## config.mk

```make
export PLATFORM = sky130hd
export DESIGN_NAME = i2f_top
export DESIGN_NICKNAME = d
export VERILOG_FILES = /design/src/common/i2f_pkg.sv /design/src/i2f_top.sv /design/src/i2f_apb_regs.sv /design/src/conv/i2f_round.sv /design/src/conv/i2f_norm.sv /design/src/lzc.sv
export SDC_FILE = /design/constraint.sdc
export NUM_CORES = 1
export LEC_CHECK = 0
export BUFFER_PORTS_ARGS = -buffer_cell sky130_fd_sc_hd__buf_2
export CAP_MARGIN = 25
export CORE_UTILIZATION = 35
export DETAILED_ROUTE_END_ITERATION = 8
export HOLD_SLACK_MARGIN = 0.02
export SYNTH_ARGS = -nofsm -noshare
export SYNTH_HDL_FRONTEND = slang
export SYNTH_HIERARCHICAL = 1
export SYNTH_SLANG_ARGS = --single-unit
```

## constraint.sdc

```tcl
create_clock -name clk_i -period 8.7 [get_ports clk_i]
set_input_delay 0.87 -clock clk_i [delete_from_list [all_inputs] [get_ports clk_i]]
set_output_delay 0.87 -clock clk_i [all_outputs]
set_load 0.005 [all_outputs]
```

## src/common/i2f_pkg.sv

```systemverilog
// Shared definitions of the integer-to-float converter
// Holds the APB bus structs, the pipeline payloads, the float word view and the register map
package i2f_pkg;

  // Width of the integer operand and of the float result
  localparam int unsigned I2F_DATA_W = 32;
  // Width of the leading zero count
  localparam int unsigned I2F_CNT_W = 5;

  // Single precision field widths
  localparam int unsigned FP_EXP_W = 8;
  localparam int unsigned FP_MAN_W = 23;
  // Exponent of a normalised 32-bit magnitude with no leading zeros (127 + 31)
  localparam logic [FP_EXP_W-1:0] FP_EXP_BASE = 8'd158;

  // Register offsets on the APB bus
  localparam logic [I2F_DATA_W-1:0] ADDR_DATA   = 32'h0000_0000;
  localparam logic [I2F_DATA_W-1:0] ADDR_RESULT = 32'h0000_0004;
  localparam logic [I2F_DATA_W-1:0] ADDR_STATUS = 32'h0000_0008;
  localparam logic [I2F_DATA_W-1:0] ADDR_CTRL   = 32'h0000_000C;

  // Bit positions of the flags in STATUS, the count sits in the low bits
  localparam int unsigned STATUS_ZERO_BIT = 8;
  localparam int unsigned STATUS_BUSY_BIT = 9;

  // Request from the APB master
  typedef struct packed {
    logic [I2F_DATA_W-1:0] paddr;
    logic                  psel;
    logic                  penable;
    logic                  pwrite;
    logic [I2F_DATA_W-1:0] pwdata;
  } apb_req_t;

  // Response of the APB slave
  typedef struct packed {
    logic [I2F_DATA_W-1:0] prdata;
    logic                  pready;
    logic                  pslverr;
  } apb_rsp_t;

  // One conversion job handed to the norm stage
  typedef struct packed {
    logic                  valid;
    logic [I2F_DATA_W-1:0] operand;
    logic                  is_unsigned;
  } conv_req_t;

  // Normalised magnitude passed from the norm stage to the round stage
  typedef struct packed {
    logic                  valid;
    logic                  sign;
    logic                  zero;
    logic [I2F_CNT_W-1:0]  lz_cnt;
    logic [I2F_DATA_W-1:0] mant;
  } norm_t;

  // Field view of an IEEE-754 single precision word
  typedef struct packed {
    logic                sign;
    logic [FP_EXP_W-1:0] exponent;
    logic [FP_MAN_W-1:0] mantissa;
  } fp32_fields_t;

  // The same word seen either as raw bits or as its fields
  typedef union packed {
    logic [I2F_DATA_W-1:0] bits;
    fp32_fields_t          fields;
  } fp32_u;

endpackage
```

## src/i2f_top.sv

```systemverilog
// Integer-to-float converter behind an APB slave
// Register block feeding the two stage normalise and round pipeline
module i2f_top (
  input  logic              clk_i,
  input  logic              rst_n_i,
  input  i2f_pkg::apb_req_t apb_req_i,
  output i2f_pkg::apb_rsp_t apb_rsp_o
);

  // Job from the register block to the norm stage
  i2f_pkg::conv_req_t            conv_req;
  // Normalised payload between the stages
  i2f_pkg::norm_t                norm;
  // Finished result back to the register block
  logic                          res_valid;
  i2f_pkg::fp32_u                res;
  logic [i2f_pkg::I2F_CNT_W-1:0] lz_cnt;
  logic                          zero;

  i2f_apb_regs u_regs (
    .clk_i       (clk_i),
    .rst_n_i     (rst_n_i),
    .apb_req_i   (apb_req_i),
    .apb_rsp_o   (apb_rsp_o),
    .conv_req_o  (conv_req),
    .res_valid_i (res_valid),
    .res_i       (res),
    .lz_cnt_i    (lz_cnt),
    .zero_i      (zero)
  );

  i2f_norm u_norm (
    .clk_i   (clk_i),
    .rst_n_i (rst_n_i),
    .req_i   (conv_req),
    .norm_o  (norm)
  );

  i2f_round u_round (
    .clk_i       (clk_i),
    .rst_n_i     (rst_n_i),
    .norm_i      (norm),
    .res_valid_o (res_valid),
    .res_o       (res),
    .lz_cnt_o    (lz_cnt),
    .zero_o      (zero)
  );

endmodule

```

## src/i2f_apb_regs.sv

```systemverilog
// APB register block of the converter
// Holds DATA, CTRL and the last result, and stalls RESULT reads while jobs are in flight
module i2f_apb_regs (
  input  logic                          clk_i,
  input  logic                          rst_n_i,
  input  i2f_pkg::apb_req_t             apb_req_i,
  output i2f_pkg::apb_rsp_t             apb_rsp_o,
  output i2f_pkg::conv_req_t            conv_req_o,
  input  logic                          res_valid_i,
  input  i2f_pkg::fp32_u                res_i,
  input  logic [i2f_pkg::I2F_CNT_W-1:0] lz_cnt_i,
  input  logic                          zero_i
);

  // Address decode
  logic                           sel_data;
  logic                           sel_result;
  logic                           sel_status;
  logic                           sel_ctrl;
  logic                           unmapped;

  // Transfer phase
  logic                           access;
  logic                           rd_stall;
  logic                           wr_en;
  logic                           conv_fire;

  // Jobs between the DATA write and the captured result, two at most
  logic [1:0]                     inflight_q;
  logic                           busy;

  // Register file
  logic [i2f_pkg::I2F_DATA_W-1:0] data_q;
  logic                           unsigned_q;
  logic [i2f_pkg::I2F_DATA_W-1:0] result_q;
  logic [i2f_pkg::I2F_CNT_W-1:0]  lz_cnt_q;
  logic                           zero_q;

  logic [i2f_pkg::I2F_DATA_W-1:0] rdata;
  logic [i2f_pkg::I2F_DATA_W-1:0] status;

  always_comb begin
    sel_data   = (apb_req_i.paddr == i2f_pkg::ADDR_DATA);
    sel_result = (apb_req_i.paddr == i2f_pkg::ADDR_RESULT);
    sel_status = (apb_req_i.paddr == i2f_pkg::ADDR_STATUS);
    sel_ctrl   = (apb_req_i.paddr == i2f_pkg::ADDR_CTRL);
    unmapped   = ~(sel_data | sel_result | sel_status | sel_ctrl);
  end

  assign busy   = (inflight_q != 2'd0);
  assign access = apb_req_i.psel & apb_req_i.penable;
  // Only a RESULT read waits, and only while a conversion is pending
  assign rd_stall = access & ~apb_req_i.pwrite & sel_result & busy;
  // Writes always finish in their first access cycle
  assign wr_en     = access & apb_req_i.pwrite;
  assign conv_fire = wr_en & sel_data;

  // The job carries the write data directly, DATA itself updates on the same edge
  always_comb begin
    conv_req_o.valid       = conv_fire;
    conv_req_o.operand     = apb_req_i.pwdata;
    conv_req_o.is_unsigned = unsigned_q;
  end

  always_comb begin
    status = '0;
    status[i2f_pkg::I2F_CNT_W-1:0]      = lz_cnt_q;
    status[i2f_pkg::STATUS_ZERO_BIT]    = zero_q;
    status[i2f_pkg::STATUS_BUSY_BIT]    = busy;
  end

  always_comb begin
    if (sel_data) begin
      rdata = data_q;
    end else if (sel_result) begin
      rdata = result_q;
    end else if (sel_status) begin
      rdata = status;
    end else if (sel_ctrl) begin
      rdata = {{(i2f_pkg::I2F_DATA_W - 1){1'b0}}, unsigned_q};
    end else begin
      rdata = '0;
    end
  end

  // Read data shows only in the completing cycle of a read
  always_comb begin
    apb_rsp_o.pready  = access & ~rd_stall;
    apb_rsp_o.pslverr = access & unmapped;
    if (access & ~rd_stall & ~apb_req_i.pwrite) begin
      apb_rsp_o.prdata = rdata;
    end else begin
      apb_rsp_o.prdata = '0;
    end
  end

  // In-flight counter, a job start and a result can coincide
  always_ff @(posedge clk_i) begin
    if (!rst_n_i) begin
      inflight_q <= 2'd0;
    end else if (conv_fire && !res_valid_i) begin
      inflight_q <= inflight_q + 2'd1;
    end else if (!conv_fire && res_valid_i) begin
      inflight_q <= inflight_q - 2'd1;
    end
  end

  // Writes to RESULT and STATUS are dropped, writes outside the map too
  always_ff @(posedge clk_i) begin
    if (!rst_n_i) begin
      data_q     <= '0;
      unsigned_q <= 1'b0;
    end else if (wr_en) begin
      if (sel_data) begin
        data_q <= apb_req_i.pwdata;
      end
      if (sel_ctrl) begin
        unsigned_q <= apb_req_i.pwdata[0];
      end
    end
  end

  // Capture each result as it leaves the round stage
  always_ff @(posedge clk_i) begin
    if (!rst_n_i) begin
      result_q <= '0;
      lz_cnt_q <= '0;
      zero_q   <= 1'b0;
    end else if (res_valid_i) begin
      result_q <= res_i.bits;
      lz_cnt_q <= lz_cnt_i;
      zero_q   <= zero_i;
    end
  end

endmodule

```

## src/conv/i2f_round.sv

```systemverilog
// Second conversion stage
// Rounds the normalised magnitude to 24 bits and packs the float word
module i2f_round (
  input  logic                          clk_i,
  input  logic                          rst_n_i,
  input  i2f_pkg::norm_t                norm_i,
  output logic                          res_valid_o,
  output i2f_pkg::fp32_u                res_o,
  output logic [i2f_pkg::I2F_CNT_W-1:0] lz_cnt_o,
  output logic                          zero_o
);

  // Bits of the magnitude that fall below the 24 kept bits
  localparam int unsigned DropW = i2f_pkg::I2F_DATA_W - i2f_pkg::FP_MAN_W - 1;

  // Hidden one plus the 23 fraction bits before rounding
  logic [i2f_pkg::FP_MAN_W:0]     kept;
  logic                           lsb;
  logic                           guard;
  logic                           sticky;
  logic                           round_up;
  // One extra bit catches the carry out of the mantissa
  logic [i2f_pkg::FP_MAN_W+1:0]   rounded;
  logic                           carry;
  logic [i2f_pkg::FP_MAN_W-1:0]   frac;
  logic [i2f_pkg::FP_EXP_W-1:0]   exponent;
  i2f_pkg::fp32_u                 res_d;

  // Registered results
  logic                           valid_q;
  i2f_pkg::fp32_u                 res_q;
  logic [i2f_pkg::I2F_CNT_W-1:0]  lz_cnt_q;
  logic                           zero_q;

  always_comb begin
    kept   = norm_i.mant[i2f_pkg::I2F_DATA_W-1:DropW];
    lsb    = norm_i.mant[DropW];
    guard  = norm_i.mant[DropW-1];
    sticky = |norm_i.mant[DropW-2:0];
    // Nearest even: above half rounds up, exactly half rounds up only from an odd LSB
    round_up = guard & (sticky | lsb);
    rounded  = {1'b0, kept} + {{(i2f_pkg::FP_MAN_W + 1){1'b0}}, round_up};
    carry    = rounded[i2f_pkg::FP_MAN_W+1];
    // A carry leaves the mantissa at 10...0 with an all-zero fraction
    frac     = rounded[i2f_pkg::FP_MAN_W-1:0];
    exponent = i2f_pkg::FP_EXP_BASE - {3'b000, norm_i.lz_cnt} + {7'b0000000, carry};

    // A zero input packs as positive zero
    if (norm_i.zero) begin
      res_d.bits = '0;
    end else begin
      res_d.fields.sign     = norm_i.sign;
      res_d.fields.exponent = exponent;
      res_d.fields.mantissa = frac;
    end
  end

  always_ff @(posedge clk_i) begin
    if (!rst_n_i) begin
      valid_q <= 1'b0;
    end else begin
      valid_q <= norm_i.valid;
    end
  end

  always_ff @(posedge clk_i) begin
    if (norm_i.valid) begin
      res_q    <= res_d;
      lz_cnt_q <= norm_i.lz_cnt;
      zero_q   <= norm_i.zero;
    end
  end

  assign res_valid_o = valid_q;
  assign res_o       = res_q;
  assign lz_cnt_o    = lz_cnt_q;
  assign zero_o      = zero_q;

endmodule

```

## src/conv/i2f_norm.sv

```systemverilog
// First conversion stage
// Forms sign and magnitude, counts leading zeros and normalises the magnitude
module i2f_norm (
  input  logic               clk_i,
  input  logic               rst_n_i,
  input  i2f_pkg::conv_req_t req_i,
  output i2f_pkg::norm_t     norm_o
);

  // Sign of the operand, only meaningful in signed mode
  logic                           sign;
  // Absolute value of the operand
  logic [i2f_pkg::I2F_DATA_W-1:0] mag;
  // Number of zeros above the leading one
  logic [i2f_pkg::I2F_CNT_W-1:0]  lz_cnt;
  // High when the magnitude is zero
  logic                           empty;
  // Magnitude shifted so its leading one lands in the MSB
  logic [i2f_pkg::I2F_DATA_W-1:0] mant;

  // Registered stage outputs
  logic                           valid_q;
  logic                           sign_q;
  logic                           zero_q;
  logic [i2f_pkg::I2F_CNT_W-1:0]  lz_cnt_q;
  logic [i2f_pkg::I2F_DATA_W-1:0] mant_q;

  always_comb begin
    // Unsigned mode never produces a negative sign
    sign = ~req_i.is_unsigned & req_i.operand[i2f_pkg::I2F_DATA_W-1];
    // Two's complement negate, the most negative value maps onto 2**31 itself
    if (sign) begin
      mag = ~req_i.operand + 32'd1;
    end else begin
      mag = req_i.operand;
    end
  end

  lzc #(
    .WIDTH (i2f_pkg::I2F_DATA_W),
    .MODE  (1'b1)
  ) u_lzc (
    .in_i    (mag),
    .cnt_o   (lz_cnt),
    .empty_o (empty)
  );

  // Barrel shift left by the count
  // A zero magnitude stays zero whatever the count
  assign mant = mag << lz_cnt;

  always_ff @(posedge clk_i) begin
    if (!rst_n_i) begin
      valid_q <= 1'b0;
    end else begin
      valid_q <= req_i.valid;
    end
  end

  // Payload only moves when a job arrives
  always_ff @(posedge clk_i) begin
    if (req_i.valid) begin
      sign_q   <= sign;
      zero_q   <= empty;
      lz_cnt_q <= lz_cnt;
      mant_q   <= mant;
    end
  end

  always_comb begin
    norm_o.valid  = valid_q;
    norm_o.sign   = sign_q;
    norm_o.zero   = zero_q;
    norm_o.lz_cnt = lz_cnt_q;
    norm_o.mant   = mant_q;
  end

endmodule

```

## src/lzc.sv

```systemverilog
// Leading or trailing zero counter
// Finds the first set bit through a binary tree of selection nodes
module lzc #(
  // Number of input bits
  parameter int unsigned WIDTH = 2,
  // 0 counts trailing zeros, 1 counts leading zeros
  parameter bit MODE = 1'b0,
  // Width of the count, follows from WIDTH and is not meant to be overridden
  parameter int unsigned CNT_WIDTH = (WIDTH > 1) ? $clog2(WIDTH) : 1
) (
  input  logic [WIDTH-1:0]     in_i,
  output logic [CNT_WIDTH-1:0] cnt_o,
  output logic                 empty_o
);

  if (WIDTH == 1) begin : gen_single
    // A single bit is its own count and its own empty flag
    assign cnt_o[0] = ~in_i[0];
    assign empty_o  = ~in_i[0];
  end else begin : gen_tree
    localparam int unsigned Levels = $clog2(WIDTH);
    localparam int unsigned Nodes  = 2 ** Levels - 1;

    // Input in scan order, so the tree always looks for the lowest set index
    logic [WIDTH-1:0]              scan;
    // Per node, whether any bit below it is set
    logic [Nodes-1:0]              node_sel;
    // Per node, the index of the first set bit below it
    logic [Nodes-1:0][Levels-1:0]  node_idx;

    if (MODE) begin : gen_mirror
      // Leading zero mode reverses the vector so the MSB becomes index 0
      for (genvar i = 0; i < int'(WIDTH); i++) begin : gen_bit
        assign scan[i] = in_i[WIDTH-1-i];
      end
    end else begin : gen_direct
      assign scan = in_i;
    end

    // Node n of level lvl sits at 2**lvl - 1 + n, the root is node 0
    for (genvar lvl = 0; lvl < int'(Levels); lvl++) begin : gen_level
      localparam int unsigned Base = 2 ** lvl - 1;
      for (genvar k = 0; k < 2 ** lvl; k++) begin : gen_node
        if (lvl == int'(Levels) - 1) begin : gen_leaf
          // Leaves look at a pair of input bits
          if (2 * k + 1 < int'(WIDTH)) begin : gen_pair
            assign node_sel[Base+k] = scan[2*k] | scan[2*k+1];
            assign node_idx[Base+k] = scan[2*k] ? (Levels)'(2 * k) : (Levels)'(2 * k + 1);
          end else if (2 * k < int'(WIDTH)) begin : gen_lone
            // Odd width leaves one bit without a partner
            assign node_sel[Base+k] = scan[2*k];
            assign node_idx[Base+k] = (Levels)'(2 * k);
          end else begin : gen_void
            assign node_sel[Base+k] = 1'b0;
            assign node_idx[Base+k] = '0;
          end
        end else begin : gen_inner
          // Inner nodes prefer the left child, which holds the lower indices
          localparam int unsigned Left = 2 ** (lvl + 1) - 1 + 2 * k;
          assign node_sel[Base+k] = node_sel[Left] | node_sel[Left+1];
          assign node_idx[Base+k] = node_sel[Left] ? node_idx[Left] : node_idx[Left+1];
        end
      end
    end

    // With no bit set the tree falls through to the last index, WIDTH - 1
    assign cnt_o   = node_idx[0];
    assign empty_o = ~node_sel[0];
  end

endmodule

```

==> results.yml <==
sta:
  fin_worst_skew_ns: 0.01329
  final-setup-viol-count: 0
  rsz0062_at_grt: "no"
  worst-slew-pin-transition_ns: 1.036
  period_needed_ns: 6.498
  period_share_pct: 74.69
  relSlewSlack_pct: 30.94
  drv_slew: 0
  hold_viol_final: 0
  clock.fmax_ghz: 0.1539
  tns_ns: 0
cts:
  cts_tree: "yes"
  cts_inserted_buffers: 17
  clock_sinks: 152
  cts.path.max_buffers: 2
  holdBufCountCts: 0
  cts_post_setup_buffers_inserted: 0
  clk_latency_ns: 0.43
  clk_pin_slew_ns: 0.07
  cts-root-buf: "clkbuf_16"
  post_cts_resize_count: 0
  htree_num_levels: 4
synth:
  synthMuxAreaShare_pct: 12.78
  synth_top_family_by_area: "simple AND/OR/NAND/NOR gates"
  synth_fa_ha_area_share_pct: 0.5862
  mappedNetlistNets: 1260
  synthSimpleGateAreaFrac_pct: 25.43
  synthTopCellsByArea: "edfxtp_1 (22%), dfxtp_1 (14%), mux2i_1 (8.9%)"
  synth_seq_cells: 152
  ys_warn_count: 6
  synth_cell_types: 98
  ys_seq_area_share_pct: 35.73
  postSynthAreaPerCell_sq_um: 8.999
  synth_flop_cell: "edfxtp_1"
  synth_compound_area_share_pct: 13.93
  synth_top_area_cell: "edfxtp_1"
  synth_xor_area_share_pct: 3.693
  synth_top_area_share_pct: 21.66
  syn_inst: 1186
  syn-cell-area_sq_um: 10670
  synth_edf_count: 77
  ys_async_sr_fraction_pct: 0
job:
  cap_viol_max_count: 0
routing:
  avgRoutedWirePerCell_um: 20.06
  ant_nets: 0
  drt_iter0_drc: 1106
  vias_per_cell: 5.776
  route.vias.total: 9248
  drt_pass1_iterations: 5
  drt_wl_total_um: 32110
  drc: 0
floorplan:
  die_h_um: 176.6
  coreArea_sq_um: 29800
  die-area_sq_um: 31200
  num_rows: 63
  die_x_um: 176.6
  initial_core_util_pct: 35.82
  io_pins: 103
worst_setup_path:
  cp_top_family: "simple AND/OR/NAND/NOR gates"
  cp.arrival_ns: 6.67
  cpMostUsedCell: "inv_1"
  cp_max_fo: 28
  critPathMaxStageDelay_ns: 0.51
  crit_type: "input pin to register"
  required_ns: 8.87
  crit_path_end_kind: "register"
  start_kind: "input pin"
  critPathBufInv: 6
  reg2reg_slack_ns: 2.36
  cpMaxStageDelayCell: "nor3b_1"
  cp_cell_sequence: "buf_2 -> inv_1 -> ha_1 -> nor3b_1 -> and4_1 -> a41oi_1 -> xnor2_1 -> inv_1 -> nor4_1 -> nand2_1 -> nor2_2 -> buf_4 -> a311oi_4 -> buf_4 -> inv_1 -> a32o_1 -> a2111oi_0 -> a221o_1 -> mux2_2 -> a32o_1 -> a2111oi_0 -> nand3_1"
run_status:
  status: "complete, no violations"
cells_and_area:
  mostFrequentLayoutCells: "nand2_1 (128), buf_2 (102), mux2i_1 (95)"
  fillers: 2991
  final_common_cell: "nand2_1"
  diodes: 0
  design_area_sq_um: 11750
  final_net_count: 1272
  syn2layout_area_growth_pct: 10.11
  drive_above_1_share_pct: 18.66
power:
  p_leak_nw: 3.920
  peakVddDrop_uv: 118.2
  powerDensity_nw_per_um2: 162.9
global_route:
  grt_pass1_vias: 8510
  antenna_found_initial: 0
  grt_max_degree: 108
  track_usage_pct: 20.35
  overflow: 0
  grt_pass1_wl_um: 49110
place:
  placed_area_sq_um: 11120
  portBuffers: 102
  gp_congestion: 0.9107
  place.detailed.hpwl_um: 23290
hold_path:
  hp-class: "register to register"
[state kept, by name, summed over array words and instances, names as in the netlist]
signal / cells
u_norm/lz_cnt_q: 5
u_norm/sign_q: 1
u_regs/inflight_q: 2
u_regs/unsigned_q: 1
u_round/lz_cnt_o: 5
u_regs/lz_cnt_q: 5
u_norm/mant_q: 32
u_regs/zero_q: 1
u_regs/result_q: 32
u_norm/zero_q: 1
u_round/zero_o: 1
u_norm/valid_q: 1
u_round/res_valid_o: 1
u_regs/data_q: 32
u_round/res_o: 32
[final cells by class]
| cell class | count | area (sq um) | share of cell area (%) |
|---|---|---|---|
| Inverter | 34 | 127.6 | 1.086 |
| Clock inverter | 15 | 173.9 | 1.480 |
| Timing Repair Buffer | 117 | 663.1 | 5.643 |
| Tap cell | 390 | 488.0 | 4.152 |
| Clock buffer | 17 | 425.4 | 3.620 |
| Multi-Input combinational cell | 876 | 6058 | 51.55 |
| Sequential cell | 152 | 3815 | 32.46 |
[power by group]
part | internal (W) | switching, W | total [W]
combinational | 0.000155 | 0.000268 | 0.000423
clock | 0.000388 | 0.000344 | 0.000732
sequential | 0.000759 | 0.0000000000000328 | 0.000759
[routing by layer]
layer  part of all wire (%)  up-vias  GRT usage [%]
met5                      0        -              0
met4                    2.0        0          5.927
met1                     44     4473          27.64
li1                       -     4369              -
met2                     48      361          33.48
met3                    6.2       45          2.814
[worst register-to-register path: cells and delay by family, from the launching register on]
kind	cells	cell delay, ns
muxes	2	0.82
xor gates and xnor gates	1	0.32
AOI/OAI and AO/OA	6	1.52
buffers and inverters	4	1.29
and+or+nand+nor	4	1.65
DFF	1	0.55
[Yosys cell counts (20+ instances only)]
master      n
a21oi_1    58
buf_2      20
buf_4      43
clkbuf_1   51
dfxtp_1    75
edfxtp_1   77
inv_1      31
mux2_2     24
mux2i_1    95
nand2_1   128
nand3_1    50
nand4_1    37
nor2_1     79
nor2b_1    47
nor3_1     29
o21ai_0    36
xnor2_1    27
[worst paths after layout]
| kind | from | to | depth (start not counted) |
|---|---|---|---|
| setup reg to reg | u_regs/unsigned_q$_SDFFE_PN0P_ | u_norm/mant_q[29]$_DFFE_PP_ | 17 |
| hold reg to reg | u_regs/data_q[13]$_SDFFE_PN0P_ | u_regs/data_q[13]$_SDFFE_PN0P_ | 2 |
| hold / removal | u_regs/data_q[13]$_SDFFE_PN0P_ | u_regs/data_q[13]$_SDFFE_PN0P_ | 2 |
| setup / recovery | apb_req_i[0] | u_norm/mant_q[31]$_DFFE_PP_ | 22 |
[cell families after synthesis]
logic type	Yosys count
AO/OA/AOI/OAI	213
XOR/XNOR	45
adder cells (fa/ha/maj)	5
buffers and inverters	158
flip-flops	152
multiplexers	126
AND/OR/NAND/NOR	487
[metrics by stage]
step                hold slack, ns  power, W  cells  utilization, %  setup slack, ns
detailed placement          0.4469  0.001187   1568           37.34            1.941
floorplan                   0.4334  0.001069   1186               -            2.827
global route                0.4768  0.001986   1601           39.44            1.839
finish                      0.4591  0.001914   1601           39.44            2.202
global placement            0.4429  0.001189   1567           37.24            2.061
CTS                         0.4603  0.001918   1600           39.35            2.343
No activity file was read; power rests on OpenSTA's default activity.
